**src/hdl/ctr_pkg.sv**
```systemverilog
/*
  Shared constants and enums for the CTR-mode counter path.
  Only CMD_LOAD and CMD_INCR are legal opcodes. Every other 3-bit code is
  an encoding fault. FSM state codes outside the enum are illegal too.
*/

package ctr_pkg;

  //////////////////////////////////////////////////////////////////////
  // Counter geometry
  //////////////////////////////////////////////////////////////////////

  // Full counter width, one AES block
  parameter int unsigned CtrWidth = 128;

  //////////////////////////////////////////////////////////////////////
  // Command opcodes
  //////////////////////////////////////////////////////////////////////

  // Sparse codes, two bits apart from each other
  // A single flipped bit never turns one legal opcode into the other
  typedef enum logic [2:0] {
    CMD_LOAD = 3'b011,
    CMD_INCR = 3'b101
  } ctr_cmd_e;

  //////////////////////////////////////////////////////////////////////
  // FSM states
  //////////////////////////////////////////////////////////////////////

  // Plain one-hot codes, the remaining five codes count as illegal
  typedef enum logic [2:0] {
    CTR_IDLE  = 3'b001,
    CTR_INCR  = 3'b010,
    CTR_ERROR = 3'b100
  } ctr_state_e;

endpackage : ctr_pkg

```
**src/hdl/ctr_cmd_decode.sv**
```systemverilog
/*
  Command checker, purely combinational with zero latency.
  Commands are single-cycle strobes and nothing is queued. A legal command
  while the FSM is busy is a protocol fault, not a retry.
*/

`timescale 1ns/1ps

module ctr_cmd_decode import ctr_pkg::*; (
  // Command strobe from outside
  input  logic     cmd_valid_i,
  input  ctr_cmd_e cmd_op_i,
  // FSM idle level
  input  logic     ready_i,

  // Accepted requests
  output logic     load_o,
  output logic     incr_o,

  // Fault pulses to the FSM
  output logic     incr_err_o,
  output logic     mr_err_o
);

  //////////////////////////////////////////////////////////////////////
  // Opcode check
  //////////////////////////////////////////////////////////////////////

  logic op_legal;
  logic is_load;
  logic is_incr;

  // Anything outside the two sparse codes is an encoding fault
  assign op_legal = cmd_op_i inside {CMD_LOAD, CMD_INCR};

  // Exact compares, no partial decoding of the sparse code
  assign is_load = (cmd_op_i == CMD_LOAD);
  assign is_incr = (cmd_op_i == CMD_INCR);

  //////////////////////////////////////////////////////////////////////
  // Fault flags
  //////////////////////////////////////////////////////////////////////

  // Bad encoding takes precedence over the busy check
  assign mr_err_o   = cmd_valid_i & ~op_legal;

  // Legal opcode, but an increment is still walking the slices
  assign incr_err_o = cmd_valid_i & op_legal & ~ready_i;

  //////////////////////////////////////////////////////////////////////
  // Request strobes
  //////////////////////////////////////////////////////////////////////

  logic accept;

  // Only a clean command in idle gets through
  assign accept = cmd_valid_i & op_legal & ready_i;

  assign load_o = accept & is_load;
  assign incr_o = accept & is_incr;

  //////////////////////////////////////////////////////////////////////
  // Assertions
  //////////////////////////////////////////////////////////////////////

  // One strobe per command, the sparse codes never both match
  a_load_incr_onehot: assert final (!(load_o && incr_o))
    else $error("load_o and incr_o high together");

endmodule : ctr_cmd_decode

```
**src/hdl/ctr_fsm.sv**
```systemverilog
/*
  Slice-wise increment FSM, one SliceWidth slice per clock, LSB slice first.
  An increment takes CtrWidth/SliceWidth cycles with ready_o low.
  CTR_ERROR is terminal. Only rst_ni leaves it and alert_o stays high there.
*/

`timescale 1ns/1ps

module ctr_fsm import ctr_pkg::*; #(
  parameter int unsigned SliceWidth = 16
) (
  input  logic clk_i,
  input  logic rst_ni,

  // Control
  input  logic incr_i,
  output logic ready_o,
  input  logic incr_err_i,
  input  logic mr_err_i,
  output logic alert_o,

  // Slice access to the counter storage
  output logic [$clog2(CtrWidth/SliceWidth)-1:0] ctr_slice_idx_o,
  input  logic [SliceWidth-1:0]                  ctr_slice_i,
  output logic [SliceWidth-1:0]                  ctr_slice_o,
  output logic                                   ctr_we_o
);

  localparam int unsigned NumSlices     = CtrWidth / SliceWidth;
  localparam int unsigned SliceIdxWidth = $clog2(NumSlices);

  ctr_state_e               state_d, state_q;
  logic [SliceIdxWidth-1:0] slice_idx_d, slice_idx_q;
  logic                     carry_d, carry_q;
  logic [SliceWidth:0]      slice_sum;

  //////////////////////////////////////////////////////////////////////
  // Slice adder
  //////////////////////////////////////////////////////////////////////

  // One extra bit catches the carry-out into the next slice
  assign slice_sum   = {1'b0, ctr_slice_i} + {{SliceWidth{1'b0}}, carry_q};
  assign ctr_slice_o = slice_sum[SliceWidth-1:0];

  //////////////////////////////////////////////////////////////////////
  // Next state logic
  //////////////////////////////////////////////////////////////////////

  always_comb begin
    // Defaults
    ready_o     = 1'b0;
    ctr_we_o    = 1'b0;
    alert_o     = 1'b0;
    state_d     = state_q;
    slice_idx_d = slice_idx_q;
    carry_d     = carry_q;

    unique case (state_q)
      CTR_IDLE: begin
        ready_o = 1'b1;
        if (incr_i) begin
          // Start at the bottom slice with a carry of one
          slice_idx_d = '0;
          carry_d     = 1'b1;
          state_d     = CTR_INCR;
        end
      end

      CTR_INCR: begin
        // Write back this slice, hand the carry up
        ctr_we_o    = 1'b1;
        slice_idx_d = slice_idx_q + SliceIdxWidth'(1);
        carry_d     = slice_sum[SliceWidth];
        // Top slice written, back to idle
        if (slice_idx_q == SliceIdxWidth'(NumSlices - 1)) begin
          state_d = CTR_IDLE;
        end
      end

      CTR_ERROR: begin
        // Terminal, no way out but reset
        alert_o = 1'b1;
      end

      default: begin
        // Corrupted state code, fail safe
        alert_o = 1'b1;
        state_d = CTR_ERROR;
      end
    endcase

    // Faults from the decoder win over every transition
    if (incr_err_i || mr_err_i) begin
      state_d = CTR_ERROR;
    end
  end

  //////////////////////////////////////////////////////////////////////
  // Registers
  //////////////////////////////////////////////////////////////////////

  always_ff @(posedge clk_i or negedge rst_ni) begin
    if (!rst_ni) begin
      state_q     <= CTR_IDLE;
      slice_idx_q <= '0;
      carry_q     <= 1'b0;
    end else begin
      state_q     <= state_d;
      slice_idx_q <= slice_idx_d;
      carry_q     <= carry_d;
    end
  end

  assign ctr_slice_idx_o = slice_idx_q;

  //////////////////////////////////////////////////////////////////////
  // Assertions
  //////////////////////////////////////////////////////////////////////

  // No alert means a legal working state
  a_state_valid: assert property (@(posedge clk_i) disable iff (!rst_ni)
    !alert_o |-> state_q inside {CTR_IDLE, CTR_INCR})
    else $error("state %s without alert", state_q.name());

  // Slice writes only while incrementing
  a_we_in_incr: assert property (@(posedge clk_i) disable iff (!rst_ni)
    ctr_we_o |-> state_q == CTR_INCR)
    else $error("slice write in state %s", state_q.name());

endmodule : ctr_fsm

```
**src/hdl/ctr_state_reg.sv**
```systemverilog
/*
  128-bit counter storage split into CtrWidth/SliceWidth slices.
  SliceWidth must be 8, 16 or 32. A full load and a slice write in the same
  cycle is not supported, and load wins if it happens anyway.
*/

`timescale 1ns/1ps

module ctr_state_reg import ctr_pkg::*; #(
  parameter int unsigned SliceWidth = 16
) (
  input  logic clk_i,
  input  logic rst_ni,

  // Full load from outside
  input  logic                load_i,
  input  logic [CtrWidth-1:0] load_data_i,

  // Slice port, driven by the FSM
  input  logic [$clog2(CtrWidth/SliceWidth)-1:0] slice_idx_i,
  input  logic                                   slice_we_i,
  input  logic [SliceWidth-1:0]                  slice_data_i,
  output logic [SliceWidth-1:0]                  slice_o,

  // Whole counter
  output logic [CtrWidth-1:0] ctr_o
);

  localparam int unsigned NumSlices = CtrWidth / SliceWidth;

  //////////////////////////////////////////////////////////////////////
  // Parameter check
  //////////////////////////////////////////////////////////////////////

  // Only these widths divide the counter into a power-of-two slice count
  if (!(SliceWidth inside {8, 16, 32})) begin : gen_bad_width
    $error("SliceWidth %0d unsupported, use 8, 16 or 32", SliceWidth);
  end

  //////////////////////////////////////////////////////////////////////
  // Storage
  //////////////////////////////////////////////////////////////////////

  // Packed array puts slice 0 at the LSBs of the flat counter
  logic [NumSlices-1:0][SliceWidth-1:0] ctr_q;

  always_ff @(posedge clk_i or negedge rst_ni) begin
    if (!rst_ni) begin
      ctr_q <= '0;
    end else if (load_i) begin
      // Whole block at once
      ctr_q <= load_data_i;
    end else if (slice_we_i) begin
      // Just the slice the FSM is working on
      ctr_q[slice_idx_i] <= slice_data_i;
    end
  end

  //////////////////////////////////////////////////////////////////////
  // Read side
  //////////////////////////////////////////////////////////////////////

  // Combinational slice mux back to the FSM adder
  assign slice_o = ctr_q[slice_idx_i];

  assign ctr_o = ctr_q;

  //////////////////////////////////////////////////////////////////////
  // Assertions
  //////////////////////////////////////////////////////////////////////

  // Loads come only in idle and slice writes only mid-increment
  a_load_we_excl: assert property (@(posedge clk_i) disable iff (!rst_ni)
    !(load_i && slice_we_i))
    else $error("load and slice write in the same cycle");

endmodule : ctr_state_reg

```
**src/hdl/ctr_top.sv**
```systemverilog
/*
  CTR-mode counter path. Commands are one-cycle strobes, no handshake.
  A command while ready_o is low, or a bad opcode, locks the block in its
  error state with alert_o high until reset.
*/

`timescale 1ns/1ps

module ctr_top import ctr_pkg::*; #(
  parameter int unsigned SliceWidth = 16
) (
  input  logic clk_i,
  input  logic rst_ni,

  // Command side
  input  logic                cmd_valid_i,
  input  ctr_cmd_e            cmd_op_i,
  input  logic [CtrWidth-1:0] load_data_i,

  // Status and counter value
  output logic [CtrWidth-1:0] ctr_o,
  output logic                ready_o,
  output logic                alert_o
);

  localparam int unsigned SliceIdxWidth = $clog2(CtrWidth / SliceWidth);

  //////////////////////////////////////////////////////////////////////
  // Internal nets
  //////////////////////////////////////////////////////////////////////

  // Decoder to FSM and storage
  logic load;
  logic incr;
  logic incr_err;
  logic mr_err;

  // FSM to storage slice port
  logic [SliceIdxWidth-1:0] slice_idx;
  logic [SliceWidth-1:0]    slice_rd;
  logic [SliceWidth-1:0]    slice_wr;
  logic                     slice_we;

  //////////////////////////////////////////////////////////////////////
  // Instances
  //////////////////////////////////////////////////////////////////////

  ctr_cmd_decode u_cmd_decode (
    .cmd_valid_i (cmd_valid_i),
    .cmd_op_i    (cmd_op_i),
    .ready_i     (ready_o),
    .load_o      (load),
    .incr_o      (incr),
    .incr_err_o  (incr_err),
    .mr_err_o    (mr_err)
  );

  ctr_fsm #(
    .SliceWidth (SliceWidth)
  ) u_ctr_fsm (
    .clk_i           (clk_i),
    .rst_ni          (rst_ni),
    .incr_i          (incr),
    .ready_o         (ready_o),
    .incr_err_i      (incr_err),
    .mr_err_i        (mr_err),
    .alert_o         (alert_o),
    .ctr_slice_idx_o (slice_idx),
    .ctr_slice_i     (slice_rd),
    .ctr_slice_o     (slice_wr),
    .ctr_we_o        (slice_we)
  );

  ctr_state_reg #(
    .SliceWidth (SliceWidth)
  ) u_state_reg (
    .clk_i        (clk_i),
    .rst_ni       (rst_ni),
    .load_i       (load),
    .load_data_i  (load_data_i),
    .slice_idx_i  (slice_idx),
    .slice_we_i   (slice_we),
    .slice_data_i (slice_wr),
    .slice_o      (slice_rd),
    .ctr_o        (ctr_o)
  );

endmodule : ctr_top

```
**config.mk**
```make
export PLATFORM = sky130hd
export DESIGN_NAME = ctr_top
export DESIGN_NICKNAME = d
export VERILOG_FILES = /design/src/hdl/ctr_pkg.sv /design/src/hdl/ctr_cmd_decode.sv /design/src/hdl/ctr_fsm.sv /design/src/hdl/ctr_state_reg.sv /design/src/hdl/ctr_top.sv
export SDC_FILE = /design/constraint.sdc
export NUM_CORES = 1
export LEC_CHECK = 0
export BUFFER_PORTS_ARGS = -buffer_cell sky130_fd_sc_hd__buf_2
export CAP_MARGIN = 40
export CORE_MARGIN = 2
export CORE_UTILIZATION = 25
export DETAILED_ROUTE_END_ITERATION = 10
export MAX_ROUTING_LAYER = met4
export PLACE_DENSITY = 0.56
export RECOVER_POWER = 25
export SLEW_MARGIN = 30
export SYNTH_ARGS = -nofsm -noshare
export SYNTH_HDL_FRONTEND = slang
export SYNTH_SLANG_ARGS = --single-unit
```
**constraint.sdc**
```tcl
create_clock -name clk_i -period 3.4 [get_ports clk_i]
set_input_delay 0.51 -clock clk_i [delete_from_list [all_inputs] [get_ports clk_i]]
set_output_delay 0.51 -clock clk_i [all_outputs]
set_load 0.005 [all_outputs]
```
==> qor.tcl <==
set qor(number_of_enable_type_register_cells_in_the_synthesized_netlist) 0
set qor(globalRouteTotalUtil_pct) 21.2
set qor(post-route-worst-setup-slack_ps) 344
set qor(worst_pin_slew_ps) 1410
set qor(fp.coreArea_um2) 28700
set qor(power.net_switching_mw) 0.813
set qor(antenna_violating_nets_post_route) 0
set qor(cts_tree) {yes}
set qor(worst_hold_path_class) {primary input to flip-flop}
set qor(place_congestion) 0.892
set qor(postCtsSetupRepairBufs) 0
set qor(initialDrtViolationCount) 570
set qor(final.period_utilization_pct) 89.9
set qor(post_cts_resized) 0
set qor(netlist.top_cell.by_area) {sky130_fd_sc_hd__dfrtp_1}
set qor(detailedPlace.worstSlack_ps) 384
set qor(yosys-top-cells-area) {sky130_fd_sc_hd__dfrtp_1 46%, sky130_fd_sc_hd__mux4_2 8.3%, sky130_fd_sc_hd__a221o_1 7.7%}
set qor(final_hold_viols) 0
set qor(combinationalPowerShare_pct) 3.7
set qor(timing.final.max_slew_violations) 0
set qor(place_inst) 1256
set qor(fin_util_pct) 34.3
set qor(io_pins) 264
set qor(synth_fp_nets) 754
set qor(start_kind) {flip-flop}
set qor(cts_max_path_buffers) 2
set qor(grt_pass1_wl_um) 46200
set qor(crit_path_cell_trace) {mux4_2 -> mux2_2 -> nand4bb_1 -> buf_4 -> nor3_4 -> xnor2_2 -> a221o_1}
set qor(die_width_um) 175
set qor(crit_path_max_fanout) 17
set qor(avgRoutedWirePerCell_um) 24.7
set qor(crit_family) {multiplexers}
set qor(post_synthesis_cell_area_um2) 7280
set qor(worstPathRequired_ps) 3750
set qor(die_area_um2) 30500
set qor(power_density_nw_per_um2) 372
set qor(ys_seq_elements) 135
set qor(clock.fmax_mhz) 327
set qor(max_slew_margin_pct) 6.20
set qor(criticalPathCategory) {flip-flop to flip-flop}
set qor(placement_rows) 62
set qor(cts_htree_levels) 4
set qor(switching_portion_of_total_power_pct) 22.2
set qor(post-route-cell-area_um2) 9830
set qor(n_fill_cell) 2991
set qor(postSynth.asyncResetShare_pct) 100
set qor(ys.flop_type) {sky130_fd_sc_hd__dfrtp_1}
set qor(cap_viol_max_count) 0
set qor(synthesis.instances) 616
set qor(final-instance-count-excl-fill) 1296
set qor(cts.sinks) 135
set qor(yosys.cell_types.count) 51
set qor(post-route-drc-count) 0
set qor(path_clk_slew_ps) 60
set qor(drt-vias-per-instance) 5.46
set qor(dr.pass1.iters) 6
set qor(arrival_ps) 3410
set qor(mostFrequentLayoutCells) {262 x sky130_fd_sc_hd__buf_2, 132 x sky130_fd_sc_hd__dfrtp_1, 66 x sky130_fd_sc_hd__o21ai_0}
set qor(grt_overflow) 0
set qor(timing.final.setup_violations) 0
set qor(clock_latency_ps) 430
set qor(post_route_cells_drive_above_1_share_pct) 42.9
set qor(tritoncts.num_buffers) 17
set qor(routed-via-count) 7079
set qor(start_util_pct) 25.4
set qor(critical_path_endpoint_category) {flip-flop}
set qor(grt_max_degree) 93
set qor(period_minus_slack_ps) 3060
set qor(final.setup.tns_ps) 0
set qor(unrepaired_setup_endpoints_after_global_routing) {false}
set qor(ys.warnings.count) 0
set qor(post_synth.cell_area_avg_um2) 11.8
set qor(place_area_um2) 9180
set qor(run_status) {complete, no violations}
set qor(static-leakage-power_nw) 4.81
set qor(synth_top_area_share_pct) 46.0
set qor(mostFrequentLayoutCell) {sky130_fd_sc_hd__buf_2}
set qor(area_growth_pct) 35.0
set qor(cts-hold-fix-buffers) 0
set qor(portBuffers) 263
set qor(antenna_found_initial) 3
set qor(synth_seq_area_share_pct) 46.4
set qor(slowest_stage) {sky130_fd_sc_hd__dfrtp_2}
set qor(vdd_drop_max_v) 0.000225
set qor(final.setup_skew_ps) 16.7
set qor(timing.critical_path.slowest_cell_delay_ps) 660
set qor(sequentialPowerShare_pct) 44.0
set qor(clock_network_fraction_of_total_power_pct) 52.3
set qor(die_h_um) 175
set qor(critical_path_buf_inv_count) 1
set qor(power.internal_mw) 2.84
set qor(design.final.nets) 1035
set qor(hpwlAfterDp_um) 23500
set qor(grt_pass1_vias) 6888
set qor(cts-root-buf) {sky130_fd_sc_hd__clkbuf_16}
set qor(wirelength_um) 32000
area by class of cell:
class,instances,area [µm²],share of cell area (%)
timing repair buffer,309,1700,17.3
multi-input combinational,434,3670,37.3
clock inverter,11,149,1.51
antenna,3,7.51,0.0764
clock buffer,20,447,4.54
sequential,135,3380,34.4
tap,384,480,4.89
worst paths after layout:
path	from	endpoint	slack, ps	cells after the start
worst max-delay path	u_ctr_fsm.ctr_slice_idx_o[0]$_DFFE_PN0P_	u_state_reg.ctr_o[106]$_DFFE_PN0P_	340	7
worst min-delay path	load_data_i[111]	u_state_reg.ctr_o[111]$_DFFE_PN0P_	300	3
worst max register to register	u_ctr_fsm.ctr_slice_idx_o[0]$_DFFE_PN0P_	u_state_reg.ctr_o[106]$_DFFE_PN0P_	340	7
worst min register to register	u_state_reg.ctr_o[80]$_DFFE_PN0P_	u_state_reg.ctr_o[80]$_DFFE_PN0P_	520	2
max in group asynchronous	rst_ni	u_state_reg.ctr_o[8]$_DFFE_PN0P_	830	3
min in group asynchronous	rst_ni	u_state_reg.ctr_o[123]$_DFFE_PN0P_	760	2
power by group through the flow:
| stage | combinational (mW) | sequential (mW) | clock [mW] |
|---|---|---|---|
| floorplan | 0.00297 | 1.64 | 0 |
| global placement | 0.136 | 1.64 | 0 |
| detailed placement | 0.135 | 1.64 | 0 |
| CTS | 0.136 | 1.61 | 1.93 |
| global route | 0.148 | 1.61 | 2.00 |
| finish | 0.137 | 1.61 | 1.91 |
tightest hold or removal path, stage by stage:
cell	delay [ps]
sky130_fd_sc_hd__buf_2	80
sky130_fd_sc_hd__a21oi_1	40
sky130_fd_sc_hd__o21ai_0	50
state kept, by name, summed over array words and instances (netlist names):
signal	count
u_ctr_fsm.carry_q	1
u_ctr_fsm.ctr_slice_idx_o	3
u_ctr_fsm.state_q	3
u_state_reg.ctr_o	128
synth_stat cells, drive strengths merged, types with 10 or more instances:
library cell    n
a21oi          11
dfrtp         134
buf            18
a221o          56
mux4           30
nand3          10
mux2i          15
a22oi          67
and3           64
nor2           20
nand2          26
o21ai          68
clkbuf         29
logic make-up after synthesis:
kind of cell    count (synthesis)  synth area share, %
compound gates                211                 22.0
xor+xnor                       14                 2.20
fa+ha+maj                       4                0.687
buf+inv                        47                 3.37
flops                         135                 46.4
mux                            49                 12.1
simple gates                  156                 13.2
metal layers:
metal	global-route usage, %	wire length [µm]	up-vias
li1	-	-	3025
met1	29.4	14000	3593
met2	30.2	14600	395
met3	4.11	2280	66
met4	8.65	1150	0
met5	-	0	-
metrics by stage:
step           power [mW]  hold WS [ps]
6_report             3.65           298
3_3_place_gp         1.77           500
3_5_place_dp         1.77           505
4_1_cts              3.67           164
2_1_floorplan        1.64           214
5_1_grt              3.76           308
(Power assumes the default switching activity.)
